===== config.mk =====
export PLATFORM = sky130hd
export DESIGN_NAME = tlcs_core
export DESIGN_NICKNAME = d
export VERILOG_FILES = /design/src/logic/tlcs_pkg.sv /design/src/logic/insn_decode.sv /design/src/logic/move_unit.sv /design/src/logic/op_fetch.sv /design/src/logic/reg_bank.sv /design/src/logic/tlcs_core.sv
export SDC_FILE = /design/constraint.sdc
export NUM_CORES = 1
export LEC_CHECK = 0
export BUFFER_PORTS_ARGS = -buffer_cell sky130_fd_sc_hd__buf_2
export CAP_MARGIN = 20
export CELL_PAD_IN_SITES_DETAIL_PLACEMENT = 1
export CELL_PAD_IN_SITES_GLOBAL_PLACEMENT = 2
export CORE_MARGIN = 2
export CORE_UTILIZATION = 25
export DETAILED_ROUTE_END_ITERATION = 12
export HOLD_SLACK_MARGIN = 0.08
export PLACE_DENSITY_LB_ADDON = 0.15
export SLEW_MARGIN = 20
export SYNTH_ARGS = -nofsm -noshare
export SYNTH_HDL_FRONTEND = slang
export SYNTH_SLANG_ARGS = --single-unit

===== constraint.sdc =====
create_clock -name clk -period 27.9 [get_ports clk]
set_input_delay 1.395 -clock clk [delete_from_list [all_inputs] [get_ports clk]]
set_output_delay 1.395 -clock clk [all_outputs]
set_load 0.02 [all_outputs]

===== src/logic/tlcs_pkg.sv =====
// Shared types for the TLCS-900H style front end and register move path.
// Holds the decoder phase and move-unit operation enums, the operand width,
// the command, write-back and AXI4-Lite read channel structs, and the
// register code rules. Modules refer to it by scoped names in their headers
// and import it inside the body where they need more.

`default_nettype none

package tlcs_pkg;

    typedef enum logic [1:0] {
        PH_FETCH    = 2'd0,
        PH_EXEC     = 2'd1,
        PH_FILL_IMM = 2'd2
    } op_phase_e;

    typedef enum logic [1:0] {
        ALU_NOP  = 2'd0,
        ALU_MOVE = 2'd1
    } alu_op_e;

    // zz field of the opcode
    typedef enum logic [1:0] {
        W_BYTE = 2'd0,
        W_WORD = 2'd1,
        W_LONG = 2'd2
    } width_e;

    typedef logic [7:0] reg_code_t; // byte address, E0..FF

    typedef struct packed {
        alu_op_e     op;
        logic [31:0] imm;
        logic        use_imm;  // immediate instead of register operand
        reg_code_t   src;
        reg_code_t   dst;
        width_e      width;
        logic        valid;
    } alu_cmd_t;

    typedef struct packed {
        reg_code_t   dst;
        logic [31:0] data;     // already replicated across lanes
        width_e      width;
        logic        valid;
    } wb_t;

    typedef struct packed {
        logic [31:0] addr;
        logic [ 2:0] prot;
    } axi_ar_t;

    typedef struct packed {
        logic [31:0] data;
        logic [ 1:0] resp;
    } axi_r_t;

    // short 3-bit register field to byte address
    function automatic reg_code_t short_reg_code(input logic [2:0] r, input width_e w);
        if (w == W_BYTE)
            return {4'he, r[2:1], 1'b0, ~r[0]}; // W,A,B,C,D,E,H,L
        else if (r[2])
            return {4'hf, r[1:0], 2'b00};       // XIX..XSP
        else
            return {4'he, r[1:0], 2'b00};       // XWA..XHL
    endfunction

    // size field of LD R,# : 2 byte, 3 word, else long
    function automatic width_e imm_width(input logic [2:0] zzz);
        case (zzz)
            3'd2:    return W_BYTE;
            3'd3:    return W_WORD;
            default: return W_LONG;
        endcase
    endfunction

endpackage

`default_nettype wire


===== src/logic/insn_decode.sv =====
// Decode FSM. Consumes one to three bytes per step from the fetch window and
// issues registered move commands for NOP, LD R,#, the two-operand prefix and
// the register and immediate forms behind it. Word and long immediates are
// completed in the fill phase. insn_done pulses with each finished instruction.

`timescale 1ns/100ps
`default_nettype none

module insn_decode (
    input  wire logic         clk,
    input  wire logic         rst,
    input  wire logic [31:0]  op,
    input  wire logic         op_ok,
    output logic [1:0]        consumed,
    output tlcs_pkg::alu_cmd_t cmd,
    output logic              insn_done
);

    import tlcs_pkg::*;

    op_phase_e   phase;
    op_phase_e   nx_phase;
    width_e      width_q;  // latched zz
    width_e      nx_width;
    reg_code_t   dst_q;    // pending destination, R of the prefix
    reg_code_t   nx_dst;
    logic [31:0] imm_q;    // partial immediate
    logic [31:0] nx_imm;
    alu_cmd_t    nx_cmd;
    logic        nx_done;

    function automatic alu_cmd_t move_cmd(input logic [31:0] imm, input logic use_imm,
                                          input reg_code_t src, input reg_code_t dst,
                                          input width_e w);
        alu_cmd_t c;
        c.op      = ALU_MOVE;
        c.imm     = imm;
        c.use_imm = use_imm;
        c.src     = src;
        c.dst     = dst;
        c.width   = w;
        c.valid   = 1'b1;
        return c;
    endfunction

    always_comb begin
        nx_phase = phase;
        nx_width = width_q;
        nx_dst   = dst_q;
        nx_imm   = imm_q;
        nx_cmd   = '0;
        nx_done  = 1'b0;
        consumed = 2'd0;
        if (op_ok) begin
            case (phase)
                PH_FETCH: begin
                    casez (op[7:0])
                        8'h00: begin // NOP
                            consumed = 2'd1;
                            nx_done  = 1'b1;
                        end
                        8'b0???_0???: begin // LD R,#
                            nx_width = imm_width(op[6:4]);
                            nx_dst   = short_reg_code(op[2:0], nx_width);
                            nx_imm   = {24'd0, op[15:8]};
                            consumed = 2'd2;
                            if (nx_width == W_BYTE) begin
                                nx_cmd  = move_cmd(nx_imm, 1'b1, nx_dst, nx_dst, nx_width);
                                nx_done = 1'b1;
                            end else begin
                                nx_phase = PH_FILL_IMM;
                            end
                        end
                        8'b11??_1???: begin
                            consumed = 2'd1;
                            if (op[5:4] != 2'b11) begin // two-operand prefix
                                nx_width = width_e'(op[5:4]);
                                nx_dst   = short_reg_code(op[2:0], nx_width);
                                nx_phase = PH_EXEC;
                            end else begin
                                nx_done = 1'b1;
                            end
                        end
                        default: begin // unknown, skipped
                            consumed = 2'd1;
                            nx_done  = 1'b1;
                        end
                    endcase
                end
                PH_EXEC: begin
                    nx_phase = PH_FETCH;
                    consumed = 2'd1;
                    nx_done  = 1'b1;
                    casez (op[7:0])
                        8'b1000_1???: // LD r,R
                            nx_cmd = move_cmd(imm_q, 1'b0, dst_q,
                                              short_reg_code(op[2:0], width_q), width_q);
                        8'b1001_1???: // LD R,r
                            nx_cmd = move_cmd(imm_q, 1'b0, short_reg_code(op[2:0], width_q),
                                              dst_q, width_q);
                        8'b1010_1???: // LD R,n small immediate
                            nx_cmd = move_cmd({29'd0, op[2:0]}, 1'b1, dst_q, dst_q, width_q);
                        8'b0000_0011: begin // LD R,#
                            consumed = 2'd2;
                            nx_imm   = {24'd0, op[15:8]};
                            if (width_q == W_BYTE) begin
                                nx_cmd = move_cmd(nx_imm, 1'b1, dst_q, dst_q, width_q);
                            end else begin
                                nx_phase = PH_FILL_IMM;
                                nx_done  = 1'b0;
                            end
                        end
                        default: ;
                    endcase
                end
                PH_FILL_IMM: begin
                    nx_phase = PH_FETCH;
                    nx_done  = 1'b1;
                    if (width_q == W_WORD) begin
                        nx_imm   = {16'd0, op[7:0], imm_q[7:0]};
                        consumed = 2'd1;
                    end else begin
                        nx_imm   = {op[23:0], imm_q[7:0]};
                        consumed = 2'd3;
                    end
                    nx_cmd = move_cmd(nx_imm, 1'b1, dst_q, dst_q, width_q);
                end
                default: nx_phase = PH_FETCH;
            endcase
        end
    end

    always_ff @(posedge clk or posedge rst) begin
        if (rst) begin
            phase     <= PH_FETCH;
            width_q   <= W_BYTE;
            dst_q     <= 8'he0;
            cmd       <= '0;
            insn_done <= 1'b0;
        end else begin
            phase     <= nx_phase;
            width_q   <= nx_width;
            dst_q     <= nx_dst;
            cmd       <= nx_cmd;
            insn_done <= nx_done;
        end
    end

    always_ff @(posedge clk) begin
        imm_q <= nx_imm;
    end

endmodule

`default_nettype wire


===== src/logic/move_unit.sv =====
// Move datapath. Picks the immediate or the register operand for a command,
// truncates it to the operand width and replicates it over the 32-bit word so
// the bank's lane enables take the right bytes. One cycle, registered.

`timescale 1ns/100ps
`default_nettype none

module move_unit (
    input  wire logic               clk,
    input  wire logic               rst,
    input  wire tlcs_pkg::alu_cmd_t cmd,
    input  wire logic [31:0]        rd_data,
    output tlcs_pkg::wb_t           wb
);

    import tlcs_pkg::*;

    logic [31:0] operand;
    logic [31:0] sized;
    logic        wb_valid;
    reg_code_t   wb_dst;
    logic [31:0] wb_data;
    width_e      wb_width;

    assign operand = cmd.use_imm ? cmd.imm : rd_data;

    always_comb begin
        case (cmd.width)
            W_BYTE:  sized = {4{operand[7:0]}};
            W_WORD:  sized = {2{operand[15:0]}};
            default: sized = operand;
        endcase
    end

    always_ff @(posedge clk or posedge rst) begin
        if (rst)
            wb_valid <= 1'b0;
        else
            wb_valid <= cmd.valid && (cmd.op == ALU_MOVE);
    end

    always_ff @(posedge clk) begin
        wb_dst   <= cmd.dst;
        wb_data  <= sized;
        wb_width <= cmd.width;
    end

    assign wb = '{dst: wb_dst, data: wb_data, width: wb_width, valid: wb_valid};

endmodule

`default_nettype wire


===== src/logic/op_fetch.sv =====
// Instruction fetch. Reads 32-bit words over an AXI4-Lite read master into a
// circular byte queue and presents the four oldest bytes as the opcode window.
// The decoder reports how many bytes it used; op_ok drops for one cycle after
// every removal so the window is never stale.

`timescale 1ns/100ps
`default_nettype none

module op_fetch #(
    parameter int          QUEUE_BYTES = 8,
    parameter logic [31:0] RESET_PC    = 32'h0
) (
    input  wire logic             clk,
    input  wire logic             rst,
    output tlcs_pkg::axi_ar_t     ar,
    output logic                  arvalid,
    input  wire logic             arready,
    input  wire tlcs_pkg::axi_r_t r,
    input  wire logic             rvalid,
    output logic                  rready,
    output logic [31:0]           op,
    output logic                  op_ok,
    input  wire logic [1:0]       consumed
);

    localparam int PW = $clog2(QUEUE_BYTES);
    localparam int CW = PW + 1;

    logic [7:0]    q [QUEUE_BYTES];
    logic [PW-1:0] rd_ptr;
    logic [PW-1:0] wr_ptr;
    logic [CW-1:0] fill;       // bytes queued
    logic [31:0]   fetch_addr;
    logic          pending;    // AR accepted, waiting for R
    logic          hold_valid; // word waiting to enter the queue
    logic [31:0]   hold_data;
    logic          op_mask;
    logic          room;
    logic          r_fire;

    assign room    = fill <= CW'(QUEUE_BYTES - 4);
    assign r_fire  = rvalid && rready;
    assign rready  = !hold_valid;
    assign ar      = '{addr: fetch_addr, prot: 3'b100}; // instruction access
    assign op_ok   = (fill >= CW'(4)) && !op_mask;

    always_comb begin
        for (int i = 0; i < 4; i++) begin
            op[8*i +: 8] = q[rd_ptr + PW'(i)]; // little endian window
        end
    end

    always_ff @(posedge clk or posedge rst) begin
        if (rst) begin
            arvalid    <= 1'b0;
            pending    <= 1'b0;
            hold_valid <= 1'b0;
            fetch_addr <= RESET_PC;
            rd_ptr     <= '0;
            wr_ptr     <= '0;
            fill       <= '0;
            op_mask    <= 1'b0;
        end else begin
            if (arvalid) begin
                if (arready) begin
                    arvalid    <= 1'b0;
                    pending    <= 1'b1;
                    fetch_addr <= fetch_addr + 32'd4;
                end
            end else if (!pending && !hold_valid && room) begin
                arvalid <= 1'b1;
            end
            if (r_fire) begin
                pending    <= 1'b0;
                hold_valid <= 1'b1;
            end else begin
                hold_valid <= 1'b0;
            end
            if (hold_valid)
                wr_ptr <= wr_ptr + PW'(4);
            rd_ptr  <= rd_ptr + PW'(consumed);
            fill    <= fill + (hold_valid ? CW'(4) : CW'(0)) - CW'(consumed);
            op_mask <= consumed != 2'd0;
        end
    end

    always_ff @(posedge clk) begin
        if (r_fire)
            hold_data <= r.data;
        if (hold_valid) begin
            for (int i = 0; i < 4; i++) begin
                q[wr_ptr + PW'(i)] <= hold_data[8*i +: 8];
            end
        end
    end

endmodule

`default_nettype wire


===== src/logic/reg_bank.sv =====
// General register bank. Eight 32-bit registers addressed by byte code E0..FF,
// written in byte lanes from the move unit's write-back. One read port serves
// the source operand, shifted down to the addressed lane; a second port lets
// the testbench observe whole registers.

`timescale 1ns/100ps
`default_nettype none

module reg_bank (
    input  wire logic                clk,
    input  wire logic                rst,
    input  wire tlcs_pkg::reg_code_t rd_code,
    output logic [31:0]              rd_data,
    input  wire tlcs_pkg::wb_t       wb,
    input  wire logic [2:0]          dbg_reg,
    output logic [31:0]              dbg_data
);

    import tlcs_pkg::*;

    logic [31:0] regs [8];
    logic [3:0]  lane_we;
    logic        wr_ok;

    assign wr_ok    = wb.valid && (wb.dst[7:5] == 3'b111);
    assign rd_data  = regs[rd_code[4:2]] >> {rd_code[1:0], 3'b000};
    assign dbg_data = regs[dbg_reg];

    always_comb begin
        case (wb.width)
            W_BYTE:  lane_we = 4'b0001 << wb.dst[1:0];
            W_WORD:  lane_we = 4'b0011 << {wb.dst[1], 1'b0};
            default: lane_we = 4'b1111;
        endcase
    end

    always_ff @(posedge clk or posedge rst) begin
        if (rst) begin
            for (int i = 0; i < 8; i++) begin
                regs[i] <= '0;
            end
        end else if (wr_ok) begin
            for (int b = 0; b < 4; b++) begin
                if (lane_we[b])
                    regs[wb.dst[4:2]][8*b +: 8] <= wb.data[8*b +: 8];
            end
        end
    end

endmodule

`default_nettype wire


===== src/logic/tlcs_core.sv =====
// Core top level. Fetch fills the byte queue over AXI4-Lite, decode issues
// move commands, the register bank supplies the source operand and the move
// unit writes the sized result back. dbg_reg/dbg_data peek at any register.

`timescale 1ns/100ps
`default_nettype none

module tlcs_core #(
    parameter int          QUEUE_BYTES = 8,
    parameter logic [31:0] RESET_PC    = 32'h0
) (
    input  wire logic             clk,
    input  wire logic             rst,
    output tlcs_pkg::axi_ar_t     ar,
    output logic                  arvalid,
    input  wire logic             arready,
    input  wire tlcs_pkg::axi_r_t r,
    input  wire logic             rvalid,
    output logic                  rready,
    input  wire logic [2:0]       dbg_reg,
    output logic [31:0]           dbg_data,
    output logic                  insn_done
);

    import tlcs_pkg::*;

    logic [31:0] op;
    logic        op_ok;
    logic [1:0]  consumed;
    alu_cmd_t    cmd;
    wb_t         wb;
    logic [31:0] rd_data;

    op_fetch #(
        .QUEUE_BYTES (QUEUE_BYTES),
        .RESET_PC    (RESET_PC)
    ) u_fetch (
        .clk      (clk),
        .rst      (rst),
        .ar       (ar),
        .arvalid  (arvalid),
        .arready  (arready),
        .r        (r),
        .rvalid   (rvalid),
        .rready   (rready),
        .op       (op),
        .op_ok    (op_ok),
        .consumed (consumed)
    );

    insn_decode u_decode (
        .clk       (clk),
        .rst       (rst),
        .op        (op),
        .op_ok     (op_ok),
        .consumed  (consumed),
        .cmd       (cmd),
        .insn_done (insn_done)
    );

    reg_bank u_regs (
        .clk      (clk),
        .rst      (rst),
        .rd_code  (cmd.src),
        .rd_data  (rd_data),
        .wb       (wb),
        .dbg_reg  (dbg_reg),
        .dbg_data (dbg_data)
    );

    move_unit u_move (
        .clk     (clk),
        .rst     (rst),
        .cmd     (cmd),
        .rd_data (rd_data),
        .wb      (wb)
    );

endmodule

`default_nettype wire


==> metrics.txt, run 1 <==
Comb power frac 0.259; power per standard cell area 83.5 mW/mm2; most frequent cells after synthesis dfrtp_1, mux2_2, mux4_2; # H-tree levels 3; Fin Clk Skew 0.0249 ns; cell row count 115; gate family responsible for the most delay along the worst path buffers and inverters; x dimension of the die ~320 um; number of buffers added by the clock tree synthesis step 67; kind of critical path primary input to primary output; Routed wire per std cell between 20 and 25 um; drt first pass iters 7; average cell area after synthesis 15.2 um2; global-route wire length before repair 111,000 um; net total in the final layout 1,812; area occupied by multi-input gates 0.0111 mm2; maximum number of pins on one net before global-route repair between 100 and 150; storage element area 0.0134 mm2; number of warnings printed during yosys synthesis 0; worst-case clock buffer depth 3; average via count per standard cell 4.76; CTS tree built; Sequential Power Share 0.389; most frequent cell on the critical path buf_4; core outline area 0.0986 mm2; slew of the pin with the lowest slew margin about 1.2 ns; async set-reset flop share out of synthesis 0.678; CP Cell Sequence buf_4 -> buf_4 -> mux4_2 -> mux2_2 -> buf_2; max_slew headroom 0.223; worst setup slack before clock tree synthesis 22.53 ns; number of instances resized during post-cts repair 0; Synth area leader dfrtp_1; Worst Path Buf+Inv 3; TNS Setup 0 ns; unrepaired setup endpoints after global routing no; internal portion of total power approximately 1600 uW; clock latency on the worst-skew pair 0.62 ns; primary flip-flop cell chosen by synthesis mapping dfrtp_1; number of pins with negative max-slew slack in the final report 0; vias in the first global route approximately 16,000; post-synthesis sequential element count 519; final design instance area without fill 0.0292 mm2; crit-path max cell delay just under 0.8 ns; share of layout cells above drive strength 1 0.438; Static Leak 0.0123 uW; clock transition time at the flip-flop clock pins of the worst setup and hold paths about 0.06 ns; floorplan die area 0.102 mm2; post-route ant nets 0; overall die height 320 um; drt initial violations 770; maximum frequency from static timing analysis 0.190 GHz; data arrival time of the critical path 3.87 ns; sequential fraction of the synthesis area 0.539; CP max FO 36; setup ws final ~23 ns; CTS sink count 519; standard cell area after detailed placement 0.0270 mm2; remaining global-route overflow 0; DR vias 14,781; final-report hold violation count 0; class of the worst hold path register to register; total of endpoints with negative setup slack in the final report 0; antenna fix cells 0; Critical Path RT between 20 and 30 ns; hold_buf cts 0; DRC violation count after routing 0; switching portion of total power 0.330; Post-Synthesis Cells 1,641; total wire length 74,000 um; Synth Cell Area 0.0249 mm2; RD Place Congestion 0.729; post-synthesis cell type count 63; count of buffers from port buffering 103; clock root buffer master clkbuf_16; final HPWL from detailed placement 49,000 um; run status completed; share of Yosys cell area claimed by the top area cell type 0.354; type of origin of the critical path primary input; number of fill cells in the layout 10,297; fraction of the cycle the final worst path needs 0.189; Synth-to-Final Area Change 17.1%; switching component of the power 805 uW; max capacitance violation total 0; portion of total power attributed to the clock network 0.352; Setup Buffers After CTS 0; count of flip-flops with a built-in enable after synthesis 128; largest vdd supply drop 0.0410 mV; # IOs 111; fin crit period 5.27 ns; synth top area cells dfrtp_1, mux4_2, edfxtp_1, mux2_2, dfxtp_1; overall track demand over capacity in global routing 0.146; initial antenna violation count 1; endpoint type of the worst setup path primary output; critical-path cell with the highest stage delay buf_4; most frequently used cell type in the post-synthesis netlist dfrtp_1; Initial Util 0.253
==> power groups by stage <==
stage               Combinational [uW]  Clock (uW)  Sequential [uW]
floorplan                          465           0              924
global placement                   644           0              960
detailed placement                 651           0              963
CTS                                653         893              949
global route                       697         920              960
finish                             632         857              947
==> state kept, by name, summed over array words and instances (netlist names), 5 cells and up <==
signal              cells
u_decode.cmd           44
u_move.wb_dst           5
u_fetch.q              64
u_move.wb_data         32
u_regs.regs           256
u_decode.imm_q         32
u_fetch.hold_data      32
u_fetch.fetch_addr     30
==> final cells by class <==
class | instances | area share
Multi-Input combinational cell | 1015 | 0.379
Tap cell | 1287 | 0.0552
Clock inverter | 25 | 0.00853
Clock buffer | 99 | 0.0665
Sequential cell | 519 | 0.461
Timing Repair Buffer | 143 | 0.0282
Inverter | 16 | 0.00232
==> layer usage <==
metal / global-route usage / part of all wire / routed length [um] / vias up
met5: 0 / 0 / 0 / -
met4: 0.0472 / 0.029 / 2130 / 0
met3: 0.0217 / 0.029 / 2120 / 105
met2: 0.240 / 0.48 / 35500 / 241
met1: 0.198 / 0.46 / 34200 / 7903
li1: - / - / - / 6532
==> final timing paths <==
kind                                                   from  depth (start not counted)  slack [ns]                            to
worst max register to register  u_fetch.rd_ptr[0]$_DFF_PP0_                         13       23.14     u_fetch.fill[3]$_DFF_PP0_
max in group asynchronous                               rst                          4       24.92   u_regs.regs[61]$_DFFE_PP0P_
worst min-delay path              u_decode.cmd[5]$_DFF_PP0_                          0        0.34      u_move.wb_dst[2]$_DFF_P_
worst max-delay path                             dbg_reg[0]                          5       22.63                   dbg_data[5]
worst min register to register    u_decode.cmd[5]$_DFF_PP0_                          0        0.34      u_move.wb_dst[2]$_DFF_P_
min in group asynchronous                               rst                          2        0.94  u_decode.insn_done$_DFF_PP0_
==> worst reg2reg max path, delay by kind of cell, from the launching register on <==
| kind | cells | cell delay (ns) |
|---|---|---|
| AO/OA/AOI/OAI | 2 | 0.84 |
| XOR/XNOR | 2 | 0.32 |
| adder cells (fa/ha/maj) | 3 | 0.81 |
| buffers and inverters | 2 | 0.65 |
| flip-flops | 1 | 0.34 |
| multiplexers | 2 | 1.35 |
| AND/OR/NAND/NOR | 2 | 0.37 |
==> metrics by stage <==
stage	total power [uW]	util	hold WS, ns	instances
after floorplan	1390	-	0.324	1644
after global placement	1600	0.274	0.337	2979
after detailed placement	1610	0.274	0.330	2980
after CTS	2490	0.296	0.345	3104
after global routing	2580	0.296	0.349	3104
final	2440	0.296	0.342	3104
==> cells in the final DEF, fill, tap and decap left out, drive strengths merged, types with 46 or more instances in the layout <==
cell,count
a21oi,46
buf,143
clkbuf,99
dfrtp,352
edfxtp,128
mux2,336
mux2i,55
mux4,184
nand2,62
nor2,103
==> cell families after synthesis <==
kind of cell	after synthesis	synth area share
other	2	0.000301
multiplexers	575	0.343
adder cells (fa/ha/maj)	9	0.00512
XOR/XNOR	34	0.0120
buffers and inverters	110	0.0191
AND/OR/NAND/NOR	265	0.0492
AO/OA/AOI/OAI	127	0.0326
flip-flops	519	0.539
(Power assumes the default switching activity.)
==> inputs of run 2 (changes only) <==
==> constraint.sdc (replaced) <==
create_clock -name clk -period 4.58 [get_ports clk]
set_input_delay 0.229 -clock clk [delete_from_list [all_inputs] [get_ports clk]]
set_output_delay 0.229 -clock clk [all_outputs]
set_load 0.02 [all_outputs]
==> metrics.txt, run 2 (synthesis gave the netlist of run 1 again) <==
clock transition time at the flip-flop clock pins of the worst setup and hold paths 0.06 ns (about the same); CTS sink count 519 (unchanged); Routed wire per std cell 24.1 um (+1.1%); number of pins with negative max-slew slack in the final report 0 (unchanged); drt initial violations 817 (+6.1%); maximum frequency from static timing analysis 0.243 GHz; power per standard cell area 505 mW/mm2 (+500%); worst-case clock buffer depth 3 (unchanged); max capacitance violation total 0 (unchanged); floorplan die area 0.102 mm2 (unchanged); data arrival time of the critical path 4.64 ns (+0.77 ns); final design instance area without fill 0.0297 mm2 (+1.8%); drt first pass iters 5 (-2); # H-tree levels 3 (unchanged); power consumption 15,000 uW (+520%); fraction of the cycle the final worst path needs 0.899; CTS tree built; overall die height 320 um (unchanged); max reg flops 256 (unchanged); storage element area 0.0134 mm2 (about the same); DRC violation count after routing 0 (unchanged); number of buffers added by the clock tree synthesis step 66 (-1.5%); worst setup slack before clock tree synthesis 0.336 ns (-22.19 ns); clock root buffer master clkbuf_16; unrepaired setup endpoints after global routing no; RD Place Congestion 0.771 (+5.9%); fin crit period between 4 and 5 ns; share of layout cells above drive strength 1 0.437 (-0.000937); kind of critical path register to register; worst flop-to-flop path endpoint u_fetch.fill[3]$_DFF_PP0_; maximum number of pins on one net before global-route repair 140 (+36%); net total in the final layout 1,868 (+3.1%); total wire length 76,100 um (+2.8%); type of origin of the critical path register; origin of the worst setup path u_fetch.rd_ptr[0]$_DFF_PP0_; # IOs 111 (unchanged); total of endpoints with negative setup slack in the final report 0 (unchanged); worst hold slack across all endpoints 0.178 ns (-0.164 ns); Synth-to-Final Area Change 19.3%; slack of the worst reg-to-reg path 0.46 ns (-22.68 ns); slew of the pin with the lowest slew margin 1.11 ns (-0.0480 ns); CP max FO 27 (-25%); standard cell area after detailed placement 0.0272 mm2 (+0.92%); class of the worst hold path primary input to async pin; core outline area 0.0986 mm2 (unchanged); initial antenna violation count 2 (+1); vias in the first global route 16,517 (+1.8%); Worst R2R Start u_fetch.rd_ptr[0]$_DFF_PP0_; largest vdd supply drop 0.276 mV (+570%); run status completed; Core Util, Final 0.302 (+0.00543); overall track demand over capacity in global routing 0.150 (+0.00400); DR vias 15,146 (+2.5%); worst reg-to-reg path cell count 15 (+2); global-route wire length before repair 114,000 um (+2.3%); register with the most flip-flops u_regs.regs; number of instances resized during post-cts repair 0 (unchanged); antenna fix cells 0 (unchanged); endpoint type of the worst setup path register; most common cell after layout, fill and taps aside dfrtp_1; clock latency on the worst-skew pair 0.62 ns (about the same); post-route ant nets 0 (unchanged); cell row count 115 (unchanged); Fin Clk Skew 0.0248 ns (-0.000145 ns); commonest cells after routing, fill and taps aside dfrtp_1, mux2_2, mux4_2; registers with the highest flip-flop counts u_regs.regs (256), u_fetch.q (64), u_decode.cmd (44); Critical Path RT 5.10 ns (-21.40 ns); x dimension of the die 320 um (unchanged); Static Leak 0.0125 uW (+2.0%); count of buffers from port buffering 103 (unchanged); number of fill cells in the layout 10,339 (+0.41%); remaining global-route overflow 0 (unchanged); max_slew headroom 0.255 (+0.0321); final-report hold violation count 0 (unchanged); average via count per standard cell 4.80 (+0.78%); area occupied by multi-input gates 0.0111 mm2 (about the same); Initial Util 0.253 (unchanged); setup ws final 0.464 ns (-22.17 ns); final HPWL from detailed placement 50,900 um (+3.8%)
==> run 2: changes by cell type in the layout (fill, tap and decap cells not counted), moves of 2 or more <==
cell and change:
dlygate4sd3_1 +35, nor2_2 +2, buf_6 -2, inv_8 -2
clkinv_1 -2, buf_4 +19, nor2_1 -2, buf_12 +6
clkbuf_8 -3, clkinvlp_4 +2, clkinv_2 +2, clkinv_8 -2
==> run 2: worst max-delay path by stage <==
stage,slack (ns),endpoint,cells after the start
3_3_place_gp,0.38,u_fetch.fill[3]$_DFF_PP0_,14
2_1_floorplan,-0.36,u_decode.cmd[11]$_DFF_PP0_,1
6_report,0.46,u_fetch.fill[3]$_DFF_PP0_,15
5_1_grt,0.14,u_fetch.fill[3]$_DFF_PP0_,15
4_1_cts,0.31,u_fetch.fill[3]$_DFF_PP0_,14
3_5_place_dp,0.34,u_fetch.fill[3]$_DFF_PP0_,15
==> run 2: per-stage QoR <==
stage,TNS (ns),instances
2_1_floorplan,-127.91,1644
3_3_place_gp,0,3002
3_5_place_dp,0,3002
4_1_cts,0,3156
5_1_grt,0,3156
6_report,0,3156
==> run 2: timing repair <==
item,4_1_cts,5_1_grt
buffers inserted,0,0
hold buffers,35,0
endpoints found under the hold margin,49,0
==> run 2: where the power goes <==
part           total, uW  switching (uW)  internal (uW)
clock               5170            2070           3110
combinational       4020            2370           1650
sequential          5810             500           5310
total              15000            4940          10100
==> run 2: area by class of cell <==
type / instances / share of cell area
Clock buffer: 97 / 0.0640
Clock inverter: 22 / 0.00766
Inverter: 16 / 0.00215
Multi-Input combinational cell: 1015 / 0.372
Sequential cell: 519 / 0.452
Tap cell: 1287 / 0.0542
Timing Repair Buffer: 200 / 0.0474
==> run 2: metal layers <==
metal | vias up | share of wire | track usage
met5 | - | 0 | 0
met4 | 0 | 0.033 | 0.0518
met3 | 123 | 0.032 | 0.0265
met2 | 256 | 0.48 | 0.246
met1 | 8104 | 0.45 | 0.200
li1 | 6663 | - | -
==> run 2: critical path, stage by stage (launching register included) <==
cell	delay (ns)
dfrtp_2	0.85
buf_4	0.26
mux4_2	0.51
mux2i_1	0.17
buf_4	0.18
nand2_1	0.11
o21a_1	0.23
nor2b_1	0.14
o31ai_1	0.30
buf_4	0.18
ha_1	0.14
inv_1	0.04
ha_1	0.19
fa_1	0.38
xnor2_1	0.20
xnor2_1	0.13
==> inputs of run 3 (changes only) <==
--- a/config.mk
+++ b/config.mk
@@ -10,7 +10,7 @@
 export CELL_PAD_IN_SITES_DETAIL_PLACEMENT = 1
 export CELL_PAD_IN_SITES_GLOBAL_PLACEMENT = 2
 export CORE_MARGIN = 2
-export CORE_UTILIZATION = 25
+export CORE_UTILIZATION = 41
 export DETAILED_ROUTE_END_ITERATION = 12
 export HOLD_SLACK_MARGIN = 0.08
 export PLACE_DENSITY_LB_ADDON = 0.15
==> metrics.txt, run 3 (synthesis gave the netlist of run 1 again) <==
run status completed; max capacitance violation total 0 (unchanged); overall die height 251 um (-22%); worst-case clock buffer depth 3 (unchanged); CP Cell Sequence buf_4 -> mux4_2 -> mux2i_1 -> nand2_1 -> o21a_1 -> nor2b_1 -> o31ai_1 -> ha_1 -> inv_1 -> ha_1 -> fa_1 -> xnor2_1 -> xnor2_1; initial antenna violation count 0 (-2); DRC violation count after routing 0 (unchanged); average via count per standard cell 5.64 (+17%); crit-path max cell delay 0.85 ns (about the same); worst hold slack across all endpoints 0.251 ns (+0.0726 ns); antenna fix cells 0 (unchanged); number of instances resized during post-cts repair 0 (unchanged); fraction of the cycle the final worst path needs 0.908 (+0.00908); number of fill cells in the layout 5,802 (-44%); RD Place Congestion 0.828 (+7.3%); endpoint type of the worst setup path register; maximum number of pins on one net before global-route repair 153 (+9.3%); unrepaired setup endpoints after global routing no; Static Leak 0.0124 uW (-0.84%); vias in the first global route 16,048 (-2.8%); class of the worst hold path primary input to async pin; CP max FO 28 (+3.7%); registers with the highest flip-flop counts u_regs.regs (256), u_fetch.q (64), u_decode.cmd (44); count of buffers from port buffering 103 (unchanged); Routed wire per std cell 24.7 um (+2.4%); Initial Util 0.414 (+0.161); cell row count 90 (-22%); slew of the pin with the lowest slew margin 1.11 ns (+0.000492 ns); final-report hold violation count 0 (unchanged); post-route ant nets 0 (unchanged); CTS tree built; power consumption 14,800 uW (-1.6%); Critical Path RT 5.11 ns (about the same); Fin Clk Skew 0.0274 ns (+0.00260 ns); global-route wire length before repair 100,000 um (-12%); floorplan die area 0.0628 mm2 (-39%); DR vias 14,781 (-2.4%); critical-path cell with the highest stage delay dfrtp_2; clock latency on the worst-skew pair 0.62 ns (about the same); CTS sink count 519 (unchanged); power per standard cell area 510 mW/mm2 (+1.1%); type of origin of the critical path register; final design instance area without fill 0.0289 mm2 (-2.6%); fin crit period 4.16 ns (+0.0416 ns); maximum frequency from static timing analysis 0.241 GHz (-1.0%); # IOs 111 (unchanged); Synth-to-Final Area Change 16.1%; most common cell after layout, fill and taps aside dfrtp_1; number of pins with negative max-slew slack in the final report 0 (unchanged); core outline area 0.0602 mm2 (-39%); drt initial violations 709 (-13%); clock transition time at the flip-flop clock pins of the worst setup and hold paths 0.07 ns (about the same); # H-tree levels 2 (-1); TNS Setup 0 ns (unchanged); kind of critical path register to register; max_slew headroom 0.255 (-0.000330); net total in the final layout 1,841 (-1.4%); largest vdd supply drop 0.359 mV (+30%); total wire length 64,800 um (-15%); number of buffers added by the clock tree synthesis step 58 (-12%); drt first pass iters 5 (unchanged); x dimension of the die 251 um (-22%); final HPWL from detailed placement 42,700 um (-16%); register with the most flip-flops u_regs.regs; total of endpoints with negative setup slack in the final report 0 (unchanged); worst reg-to-reg path cell count 13 (-2); commonest cells after routing, fill and taps aside dfrtp_1, mux2_2, mux4_2; data arrival time of the critical path 4.69 ns (+0.05 ns); remaining global-route overflow 0 (unchanged); overall track demand over capacity in global routing 0.210 (+0.0602); standard cell area after detailed placement 0.0264 mm2 (-2.9%); share of layout cells above drive strength 1 0.435 (-0.00205); clock root buffer master clkbuf_16; max reg flops 256 (unchanged)
==> run 3: layout make-up <==
cell class              instances  area (um2)  area share
flip-flops and latches        519       13400       0.464
multi-input cells            1015       11000       0.382
clock buffers                  74        1650      0.0570
repair buffers                181        1270      0.0438
well taps                     782         978      0.0338
clock inverters                36         493      0.0170
inverters                      16        63.8     0.00221
==> run 3: critical path: cells and delay by family, from the launching register on <==
kind,cells,cell delay [ns]
muxes,2,0.85
DFF,1,0.85
adders and majority gates,3,0.76
AOI/OAI and AO/OA,2,0.59
xor gates and xnor gates,2,0.34
buffers and inverters,2,0.33
and+or+nand+nor,2,0.31
==> run 3: stage by stage <==
| step | setup WS [ns] | cells | util |
|---|---|---|---|
| 3_5_place_dp | 0.435 | 2478 | 0.439 |
| 2_1_floorplan | -0.363 | 1644 | - |
| 3_3_place_gp | 0.451 | 2478 | 0.439 |
| 5_1_grt | 0.115 | 2623 | 0.480 |
| 6_report | 0.422 | 2623 | 0.480 |
| 4_1_cts | 0.382 | 2623 | 0.480 |
==> run 3: per-layer routing <==
| layer | up-vias | global-route usage | part of all wire |
|---|---|---|---|
| li1 | 6583 | - | - |
| met1 | 7865 | 0.281 | 0.44 |
| met2 | 234 | 0.359 | 0.51 |
| met3 | 99 | 0.0265 | 0.031 |
| met4 | 0 | 0.0664 | 0.027 |
| met5 | - | 0 | 0 |
==> run 3: timing repair <==
item                      CTS  global route
setup buffers               0             0
hold endpoints to repair   61             0
hold buffers               35             0
==> run 3: where the power goes <==
group | internal, uW | switching, uW | total [uW] | leakage [uW]
Sequential | 5310 | 512 | 5820 | 0.00637
Clock | 3170 | 1970 | 5140 | 0.00104
Combinational | 1600 | 2200 | 3810 | 0.00499
==> run 3: path summary, 6_finish.rpt <==
path / startpoint / end / slack [ns]
setup / recovery: u_fetch.rd_ptr[0]$_DFF_PP0_ / u_fetch.fill[3]$_DFF_PP0_ / 0.42
hold reg to reg: u_decode.cmd[7]$_DFF_PP0_ / u_move.wb_dst[4]$_DFF_P_ / 0.34
max in group asynchronous: rst / u_fetch.fetch_addr[7]$_DFFE_PP0P_ / 3.05
min in group clk: r[25] / u_fetch.hold_data[23]$_DFFE_PP_ / 0.31
setup reg to reg: u_fetch.rd_ptr[0]$_DFF_PP0_ / u_fetch.fill[3]$_DFF_PP0_ / 0.42
hold / removal: rst / u_regs.regs[106]$_DFFE_PP0P_ / 0.25
